$ cat src/router_macros.svh
/* Echo router constants */

`ifndef ROUTER_MACROS_SVH
`define ROUTER_MACROS_SVH

//////////////////////////////////////////////////////////////////////
// Port and counter sizing

`define ROUTER_NUM_PORTS 2
`define ROUTER_CNT_WIDTH 32

//////////////////////////////////////////////////////////////////////
// APB bus widths

`define APB_ADDR_WIDTH 8
`define APB_DATA_WIDTH 32

//////////////////////////////////////////////////////////////////////
// Register map

`define REG_PORT_ENABLE     8'h00
`define REG_CNT_CLEAR       8'h04
// Counter pair of port N sits at base + N * stride
`define REG_ING_FRAMES_BASE 8'h10
`define REG_EGR_FRAMES_BASE 8'h14
`define REG_PORT_STRIDE     8'h08

`endif
$ cat src/router_csr_pkg.sv
/* Register block types */

`include "router_macros.svh"

package router_csr_pkg;

    typedef logic [`APB_ADDR_WIDTH-1:0]   apb_addr_t;
    typedef logic [`APB_DATA_WIDTH-1:0]   csr_word_t;
    typedef logic [`ROUTER_CNT_WIDTH-1:0] frame_cnt_t;
    typedef logic [`ROUTER_NUM_PORTS-1:0] port_mask_t;

    //////////////////////////////////////////////////////////////////////
    // APB request from the master

    typedef struct packed {
        logic      sel;
        logic      enable;
        logic      write;
        apb_addr_t addr;
        csr_word_t wdata;
    } apb_req_t;

    //////////////////////////////////////////////////////////////////////
    // Zero wait state APB response

    typedef struct packed {
        csr_word_t rdata;
        logic      ready;
        logic      slverr;
    } apb_rsp_t;

endpackage

$ cat src/axis_pkg.sv
/* Stream beat types */

package axis_pkg;

    //////////////////////////////////////////////////////////////////////
    // Port 0 carries one byte per beat

    typedef struct packed {
        logic [7:0] data;
        logic       last;
    } byte_beat_t;

    //////////////////////////////////////////////////////////////////////
    // Port 1 carries a 32-bit word per beat

    // Keep bit N marks data byte N as valid
    typedef struct packed {
        logic [31:0] data;
        logic [3:0]  keep;
        logic        last;
    } word_beat_t;

endpackage

$ cat src/p4_echo_router.sv
/* Two-port echo router */

`timescale 1ns/100ps

module p4_echo_router (
    input  logic                     phys_port_clk_ifc,
    input  logic                     rst,

    input  router_csr_pkg::apb_req_t apb_req,
    output router_csr_pkg::apb_rsp_t apb_rsp,

    // Port 0 carries bytes
    input  logic                     ing0_valid,
    input  axis_pkg::byte_beat_t     ing0_beat,
    output logic                     ing0_ready,
    output logic                     egr0_valid,
    output axis_pkg::byte_beat_t     egr0_beat,
    input  logic                     egr0_ready,

    // Port 1 carries words
    input  logic                     ing1_valid,
    input  axis_pkg::word_beat_t     ing1_beat,
    output logic                     ing1_ready,
    output logic                     egr1_valid,
    output axis_pkg::word_beat_t     egr1_beat,
    input  logic                     egr1_ready
);

    router_csr_pkg::port_mask_t port_enable;
    router_csr_pkg::port_mask_t ing_frame;
    router_csr_pkg::port_mask_t egr_frame;

    //////////////////////////////////////////////////////////////////////
    // Echo paths

    port_echo_stage #(
        .beat_t ( axis_pkg::byte_beat_t )
    ) byte_echo (
        .phys_port_clk_ifc ( phys_port_clk_ifc ),
        .rst               ( rst               ),
        .enable            ( port_enable[0]    ),
        .ing_valid         ( ing0_valid        ),
        .ing_beat          ( ing0_beat         ),
        .ing_ready         ( ing0_ready        ),
        .egr_valid         ( egr0_valid        ),
        .egr_beat          ( egr0_beat         ),
        .egr_ready         ( egr0_ready        ),
        .ing_frame         ( ing_frame[0]      ),
        .egr_frame         ( egr_frame[0]      )
    );

    port_echo_stage #(
        .beat_t ( axis_pkg::word_beat_t )
    ) word_echo (
        .phys_port_clk_ifc ( phys_port_clk_ifc ),
        .rst               ( rst               ),
        .enable            ( port_enable[1]    ),
        .ing_valid         ( ing1_valid        ),
        .ing_beat          ( ing1_beat         ),
        .ing_ready         ( ing1_ready        ),
        .egr_valid         ( egr1_valid        ),
        .egr_beat          ( egr1_beat         ),
        .egr_ready         ( egr1_ready        ),
        .ing_frame         ( ing_frame[1]      ),
        .egr_frame         ( egr_frame[1]      )
    );

    //////////////////////////////////////////////////////////////////////
    // Control registers

    router_csr i_router_csr (
        .phys_port_clk_ifc ( phys_port_clk_ifc ),
        .rst               ( rst               ),
        .apb_req           ( apb_req           ),
        .apb_rsp           ( apb_rsp           ),
        .ing_frame         ( ing_frame         ),
        .egr_frame         ( egr_frame         ),
        .port_enable       ( port_enable       )
    );

endmodule

$ cat src/router_csr.sv
/* APB control and frame counters */

`include "router_macros.svh"

`timescale 1ns/100ps

module router_csr (
    input  logic                     phys_port_clk_ifc,
    input  logic                     rst,

    input  router_csr_pkg::apb_req_t apb_req,
    output router_csr_pkg::apb_rsp_t apb_rsp,

    input  router_csr_pkg::port_mask_t ing_frame,
    input  router_csr_pkg::port_mask_t egr_frame,
    output router_csr_pkg::port_mask_t port_enable
);

    logic                       access;
    logic                       wr_en;
    logic                       enable_hit;
    logic                       clear_hit;
    logic                       cnt_hit;
    router_csr_pkg::csr_word_t  rd_data;
    router_csr_pkg::port_mask_t cnt_clear;

    router_csr_pkg::frame_cnt_t ing_cnt [`ROUTER_NUM_PORTS];
    router_csr_pkg::frame_cnt_t egr_cnt [`ROUTER_NUM_PORTS];

    // Address of one counter of a given port
    function automatic router_csr_pkg::apb_addr_t cnt_addr(
        input router_csr_pkg::apb_addr_t base,
        input int                        port
    );
        return base + router_csr_pkg::apb_addr_t'(port) * `REG_PORT_STRIDE;
    endfunction

    //////////////////////////////////////////////////////////////////////
    // Access decode

    assign access     = apb_req.sel & apb_req.enable;
    assign wr_en      = access & apb_req.write;
    assign enable_hit = apb_req.addr == `REG_PORT_ENABLE;
    assign clear_hit  = apb_req.addr == `REG_CNT_CLEAR;

    // Clear pulses last only for the access cycle
    assign cnt_clear = (wr_en & clear_hit) ?
                       apb_req.wdata[`ROUTER_NUM_PORTS-1:0] : '0;

    //////////////////////////////////////////////////////////////////////
    // Port enables

    always_ff @(posedge phys_port_clk_ifc) begin
        if (rst) begin
            port_enable <= '0;
        end else if (wr_en & enable_hit) begin
            port_enable <= apb_req.wdata[`ROUTER_NUM_PORTS-1:0];
        end
    end

    //////////////////////////////////////////////////////////////////////
    // Frame counters

    // Clear takes priority over a frame event on the same edge
    always_ff @(posedge phys_port_clk_ifc) begin
        if (rst) begin
            for (int p = 0; p < `ROUTER_NUM_PORTS; p++) begin
                ing_cnt[p] <= '0;
                egr_cnt[p] <= '0;
            end
        end else begin
            for (int p = 0; p < `ROUTER_NUM_PORTS; p++) begin
                if (cnt_clear[p]) begin
                    ing_cnt[p] <= '0;
                    egr_cnt[p] <= '0;
                end else begin
                    if (ing_frame[p]) begin
                        ing_cnt[p] <= ing_cnt[p] + router_csr_pkg::frame_cnt_t'(1);
                    end
                    if (egr_frame[p]) begin
                        egr_cnt[p] <= egr_cnt[p] + router_csr_pkg::frame_cnt_t'(1);
                    end
                end
            end
        end
    end

    //////////////////////////////////////////////////////////////////////
    // Read mux

    // Clear register has no storage and reads back as zero
    always_comb begin
        rd_data = '0;
        cnt_hit = 1'b0;
        if (enable_hit) begin
            rd_data = router_csr_pkg::csr_word_t'(port_enable);
        end
        for (int p = 0; p < `ROUTER_NUM_PORTS; p++) begin
            if (apb_req.addr == cnt_addr(`REG_ING_FRAMES_BASE, p)) begin
                cnt_hit = 1'b1;
                rd_data = router_csr_pkg::csr_word_t'(ing_cnt[p]);
            end
            if (apb_req.addr == cnt_addr(`REG_EGR_FRAMES_BASE, p)) begin
                cnt_hit = 1'b1;
                rd_data = router_csr_pkg::csr_word_t'(egr_cnt[p]);
            end
        end
    end

    //////////////////////////////////////////////////////////////////////
    // Response

    // Counters are read only
    always_comb begin
        apb_rsp.ready  = access;
        apb_rsp.rdata  = (access & ~apb_req.write) ? rd_data : '0;
        apb_rsp.slverr = access & (~(enable_hit | clear_hit | cnt_hit) |
                                   (apb_req.write & cnt_hit));
    end

endmodule

$ cat src/port_echo_stage.sv
/* One-slot echo stage */

`timescale 1ns/100ps

module port_echo_stage #(
    parameter type beat_t = axis_pkg::byte_beat_t
) (
    input  logic  phys_port_clk_ifc,
    input  logic  rst,
    input  logic  enable,

    input  logic  ing_valid,
    input  beat_t ing_beat,
    output logic  ing_ready,

    output logic  egr_valid,
    output beat_t egr_beat,
    input  logic  egr_ready,

    output logic  ing_frame,
    output logic  egr_frame
);

    logic accept;
    logic drain;

    //////////////////////////////////////////////////////////////////////
    // Handshake

    // Slot draining this edge frees room for the next beat
    assign drain     = egr_valid & egr_ready;
    assign ing_ready = ~enable | ~egr_valid | egr_ready;

    // Disabled port swallows beats without storing them
    assign accept    = ing_valid & ing_ready & enable;

    //////////////////////////////////////////////////////////////////////
    // Slot

    always_ff @(posedge phys_port_clk_ifc) begin
        if (rst) begin
            egr_valid <= 1'b0;
        end else if (accept) begin
            egr_valid <= 1'b1;
        end else if (drain) begin
            egr_valid <= 1'b0;
        end
    end

    always_ff @(posedge phys_port_clk_ifc) begin
        if (accept) begin
            egr_beat <= ing_beat;
        end
    end

    //////////////////////////////////////////////////////////////////////
    // Frame events

    // End of frame seen on each side of the slot
    assign ing_frame = accept & ing_beat.last;
    assign egr_frame = drain & egr_beat.last;

endmodule

$ cat config.mk
export PLATFORM = sky130hd
export DESIGN_NAME = p4_echo_router
export DESIGN_NICKNAME = d
export VERILOG_FILES = /design/src/router_csr_pkg.sv /design/src/axis_pkg.sv /design/src/p4_echo_router.sv /design/src/router_csr.sv /design/src/port_echo_stage.sv
export VERILOG_INCLUDE_DIRS = /design/src
export SDC_FILE = /design/constraint.sdc
export NUM_CORES = 1
export LEC_CHECK = 0
export BUFFER_PORTS_ARGS = -buffer_cell sky130_fd_sc_hd__buf_4
export CAP_MARGIN = 20
export CORE_MARGIN = 2
export CORE_UTILIZATION = 40
export CTS_CLUSTER_SIZE = 28
export DETAILED_ROUTE_END_ITERATION = 6
export GPL_TIMING_DRIVEN = 0
export PLACE_DENSITY_LB_ADDON = 0.1
export SLEW_MARGIN = 10
export SYNTH_ARGS = -nofsm -noshare
export SYNTH_HDL_FRONTEND = slang
export SYNTH_HIERARCHICAL = 1
export SYNTH_SLANG_ARGS = --single-unit
$ cat constraint.sdc
create_clock -name phys_port_clk_ifc -period 2.8 [get_ports phys_port_clk_ifc]
set_input_delay 0.14 -clock phys_port_clk_ifc [delete_from_list [all_inputs] [get_ports phys_port_clk_ifc]]
set_output_delay 0.14 -clock phys_port_clk_ifc [all_outputs]
set_load 0.02 [all_outputs]
---- Word level (Yosys, flattened, before mapping) ----
Memory sizes are Yosys's and may differ from the RTL's.
Cells that the tools add are included.
storage, ports and cells
  register bits after elaboration ......... 50
  memory bits (writable) .................. 128
  input bits .............................. 95
  output and inout port bits .............. 84
  logic and storage cells ................. 107
  memories ................................ 2
memory list
  memory                depth  width  rd ports  clocked after Yosys merged registers in  write ports  line              source
  i_router_csr.egr_cnt  2      32     2         0                                        2            router_csr.sv:28  router_csr_pkg::frame_cnt_t egr_cnt [`ROUTER_NUM_PORTS];
  i_router_csr.ing_cnt  2      32     2         0                                        2            router_csr.sv:27  router_csr_pkg::frame_cnt_t ing_cnt [`ROUTER_NUM_PORTS];
cells by class
  $add $sub $neg .......................... 4
  equal/unequal tests ..................... 5
  multiplexer cells ....................... 47
  bitwise gates (word level) .............. 38
  reduce and logical (&&, ||, !) cells .... 3
operators by type and width
  cell                     number
  $mux W32                 13
  $add A32 B1 Y32 const B  4
  $eq A8 B5 Y1 const B     4
  $mux W1                  32
  $and A1 B1 Y1            17
  $or A1 B1 Y1             15
  $eq A8 B3 Y1 const B     1
  $logic_not A8 Y1         1
  $not A1 Y1               6
  $mux W2                  2
  $reduce_bool A2 Y1       2

---- Logic depth before layout (Yosys ltp) ----
  word-level depth ........................ 11
  gate-level depth with buffers ........... 7
  mapped depth without buffers ............ 5

---- Hierarchy ----
The synthesis kept the hierarchy.
by module, submodules not included
  module                       times used  cells each  area each (um2)  seq. area each (um2)
  router_csr                   1           861         8,329.2          3,883.7
  port_echo_stage (word_echo)  1           46          1,187.4          1,131.1
  port_echo_stage (byte_echo)  1           18          346.6            290.3

---- Worst setup path after synthesis ----
OpenSTA, ideal clock, no wires.
  kind .................................... flip-flop to flip-flop
  start ................................... register word_echo.egr_valid
  end ..................................... register word_echo/egr_beat[0] in the netlist's numbering (enable)
  setup time .............................. 0.431 ns
  data arrival time ....................... 2.106 ns
  data required time ...................... 2.369 ns
  path slack .............................. 0.263 ns
  stages on the path, launching flop included .. 3
  buffers on the path ..................... 0
  clock period less this slack ............ 2.537 ns
  cells stage by stage .................... dfxtp_1 > nor2b_4 > nor2_1
between the ends
  cells in the longest elaborated chain, start to end .. 5
RTL lines
  item                        line                   source
  start: declaration          port_echo_stage.sv:16  output logic egr_valid,
  start signal: assignment    port_echo_stage.sv:42  egr_valid <= 1'b0;
  start signal: assignment    port_echo_stage.sv:44  egr_valid <= 1'b1;
  start signal: assignment    port_echo_stage.sv:46  egr_valid <= 1'b0;
  $not A1 Y1                  port_echo_stage.sv:32  assign ing_ready = ~enable | ~egr_valid | egr_ready;
  $or A1 B1 Y1 (2 in a row)   port_echo_stage.sv:32
  $and A1 B1 Y1 (2 in a row)  port_echo_stage.sv:35  assign accept = ing_valid & ing_ready & enable;
  named net word_echo.accept  port_echo_stage.sv:24  logic accept;
  end signal: assignment      port_echo_stage.sv:52  egr_beat <= ing_beat;
  end: declaration            port_echo_stage.sv:17  output beat_t egr_beat,
The timed path passes the listed nets, and every way through them passes these cells.
A chain may end at the register's enable or synchronous reset.

==> summary.log <==
[critical_path] critical path peak fanout 10
[routing] total DRC errors in the routed layout 0
[placement] HPWL after detailed placement 22.2 mm
[sta] final setup fails 0
[global_routing] total global routing overflow 0
[routing] final wirelength 30.0 mm
[routing] Via-to-Cell Ratio 5.79
[clocking] root cell of the clock tree clkbuf_16
[sta] Clock Skew 16.8 ps
[critical_path] critical path start-end classification input port to primary output
[cells_and_area] fraction of layout cells with a size suffix above 1 20.6%
[floorplan] Die W 161 µm
[sta] Tcrit/Tclk final 94.9%
[critical_path] series of cell instances along the critical path buf_4 > or4_1 > nor3b_2 > nand2_1 > buf_2 > clkbuf_1 > nor3_1 > buf_4
[floorplan] starting density of the core 40.7%
[sta] highest clock rate 0.376 GHz
[global_routing] antenna violations before repair 0
[sta] number of max-slew violations in the final report 0
[sta] worst-case hold slack 108 ps
[critical_path] data arrival time at the worst-slack endpoint 2520 ps
[routing] First-pass DRT Iterations 5
[power_and_ir_drop] total power 5.97 mW
[global_routing] met3 usage in global routing 3.88%
[placement] Port-buffer cells 147
[hold_path] type of the most critical hold path input port to flop
[routing] wire length per cell 20.3 µm
[clocking] htree depth 4
[logic_synthesis] Post-Synthesis Cell Area 9860 µm²
[outcome] status complete, no violations
[critical_path] cell type of the slowest stage on the worst timing path or4_1
[global_routing] maximum number of pins on one net before global-route repair 33
[critical_path] end of the worst register-to-register path i_router_csr/egr_cnt[0][16]
[critical_path] number of cells on the critical path 8
[floorplan] Die H 161 µm
[clocking] clock insertion delay at the later pin of the skew report 440 ps
[critical_path] Crit. Startpoint apb_req[37]
[global_routing] number of global-route vias before repair 7953
[global_routing] overall routing resource usage 22.9%
[floorplan] Floorplan Core Area 24200 µm²
[floorplan] Die Outline Area 25900 µm²
[cells_and_area] area growth from synthesis to layout 27.5%
[sta] worst slew margin relative to its limit 38.0%
[clocking] CTS tree built
[clocking] largest buffer count on any clock path 2
[clocking] Worst-path clk slew 70 ps
[placement] Routability Congestion 0.945
[logic_synthesis] number of distinct standard cells referenced by the synthesized netlist 46
[floorplan] row count 57
[sta] least setup slack across all paths after layout 144 ps
[critical_path] required time reported for the critical path endpoint 2660 ps
[critical_path] critical path's most frequent cell buf_4
[power_and_ir_drop] maximum vdd drop 301 µV
[power_and_ir_drop] pwr/cell area 475 nW/µm²
[cells_and_area] count of inserted antenna diode cells 0
[logic_synthesis] sequential-to-total area share from yosys stat 53.8%
[logic_synthesis] number of flops mapped to enable cells by yosys 174
[cells_and_area] number of nets in the layout 1243
[cells_and_area] core occupancy in the finished layout 51.9%
[critical_path] crit path capture apb_rsp[25]
[critical_path] Largest delay share family, worst path simple AND/OR/NAND/NOR gates
[logic_synthesis] syn avg cell area 10.7 µm²
[global_routing] met1 Resource Use GR 32.2%
[clocking] Clock Sink Count 178
[routing] Antenna Violating Nets Remaining 0
[critical_path] startpoint of the worst register-to-register path i_router_csr/egr_cnt[0][0]
[routing] Detailed Route Iter0 Violations 827
[run] max-capacitance violation count 0
[logic_synthesis] net count of the mapped netlist 1024
[logic_synthesis] YS warnings 6
[logic_synthesis] top_reg_cell synth edfxtp_1
[sta] clock period minus final worst setup slack 2660 ps
[floorplan] boundary pin count 179
[critical_path] worst setup slack for register-to-register paths 230 ps
[sta] setup repair after global routing missed its margin false
[global_routing] global routing's busiest layer met2
[placement] pre-CTS setup slack 19.2 ps
[power_and_ir_drop] leakage dissipation 4.20 nW
[critical_path] CP Capture Type primary output
[logic_synthesis] post-synthesis sequential element count 178
[global_routing] first-pass GRT wire length 45.7 mm
[clocking] number of CTS-inserted buffers 17
[logic_synthesis] post-synthesis instance total 925
[critical_path] maximum cell stage delay along the critical path 620 ps
[global_routing] met2 track demand over resource in global routing 37.2%
[routing] via count of the routed design 8570
[critical_path] buffer and inverter count on the worst path 4
[sta] Final Hold Vio Count 0
[critical_path] Worst Reg-to-Reg Cells 7
[critical_path] nature of the critical path startpoint input port
[sta] slew at the pin closest to its max-slew limit 918 ps
[logic_synthesis] proportion of register bits with asynchronous set or reset after synthesis 0%
## how the worst min path moves through the flow
| stage | end | from | cells past startpoint |
|---|---|---|---|
| finish | word_echo/egr_valid | ing1_valid | 3 |
| CTS | word_echo/egr_valid | ing1_valid | 3 |
| global route | word_echo/egr_valid | ing1_valid | 3 |
| floorplan | byte_echo/egr_valid | rst | 1 |
| global placement | word_echo/egr_beat[11] | ing1_beat[11] | 1 |
| detailed placement | word_echo/egr_beat[2] | ing1_beat[2] | 1 |
## layer usage
layer  vias to the layer above  wire [µm]
met5                         -          0
met4                         0        479
met3                        34       2000
met2                       278      14300
met1                      4204      13300
li1                       4054          -
## placed cells by master, fill, tap and decap left out, drive strengths merged, types with 5 or more instances in the layout
cell / n
o21ai: 17
nor4: 12
a21oi: 67
xnor2: 25
xor2: 27
nand2: 54
o31ai: 46
nand4: 45
o22ai: 31
or3: 19
clkbuf: 59
nand2b: 7
nand3: 42
inv: 17
nor2: 94
buf: 162
and4: 21
or4: 49
nand3b: 5
clkinv: 7
dlygate4sd3: 51
mux2i: 9
and2: 8
and3: 17
nor3: 35
edfxtp: 174
mux2: 30
## flip-flops by register name, summed over array words and instances, names as in the netlist
name / count
word_echo/egr_beat: 37
byte_echo/egr_valid: 1
i_router_csr/egr_cnt: 64
byte_echo/egr_beat: 9
i_router_csr/port_enable: 2
i_router_csr/ing_cnt: 64
word_echo/egr_valid: 1
## synth_stat cells, types with 7 or more instances
library cell,n,area (µm²)
nand2_1,54,203
mux2i_1,9,90.1
and2_1,8,50.1
o21ai_0,17,85.1
and3_1,15,93.8
o22ai_1,31,194
nand4_1,45,282
or4_1,49,368
nand2b_1,7,43.8
clkbuf_1,41,154
o31ai_1,46,345
mux2_2,30,338
or3_1,18,113
xnor2_1,25,219
nor3_1,35,175
nor2_1,94,353
inv_1,10,37.5
and4_1,21,184
edfxtp_1,174,5230
nand3_1,41,205
xor2_1,27,236
a21oi_1,67,335
nor4_1,12,75.1
## area by class of cell
class | instances | area [µm²]
Tap cell | 324 | 405
Sequential cell | 178 | 5310
Clock inverter | 15 | 189
Timing Repair Buffer | 200 | 1670
Fill cell | 2226 | 11700
Multi-Input combinational cell | 682 | 4320
Buffer | 55 | 233
Inverter | 10 | 37.5
Clock buffer | 17 | 425
## worst min-delay path: cells and delay by family
kind	cells	cell delay, ps
AOI/OAI and AO/OA	1	100
and+or+nand+nor	1	160
buffers and inverters	1	110
## power breakdown
part,switching [mW],internal [mW],total (mW)
logic,0.199,0.200,0.399
clock network,1.20,1.29,2.49
registers,0.103,2.98,3.09
total,1.50,4.47,5.97
## cells by family after synthesis
| family | count (synthesis) | share of synthesized area, % |
|---|---|---|
| fa+ha+maj | 4 | 0.507 |
| buf+inv | 65 | 2.74 |
| flops | 178 | 53.8 |
| compound gates | 166 | 10.1 |
| xor+xnor | 52 | 4.62 |
| mux | 40 | 4.57 |
| simple gates | 420 | 23.6 |
## what timing repair did
item | in CTS | in global routing
hold endpoints to repair | 50 | 0
setup endpoints to repair | 1 | 5
setup buffers | 0 | 0
hold buffers | 51 | 0
gates resized for setup | 1 | 1
## through the flow
stage | TNS (ps) | instance area (µm²) | instances
2_1_floorplan | 0 | 9860 | 925
3_3_place_gp | -58280 | 11400 | 1396
3_5_place_dp | 0 | 11400 | 1398
4_1_cts | 0 | 12600 | 1481
5_1_grt | 0 | 12600 | 1481
6_report | 0 | 12600 | 1481
Note: power is estimated with default switching activity, not from simulation.
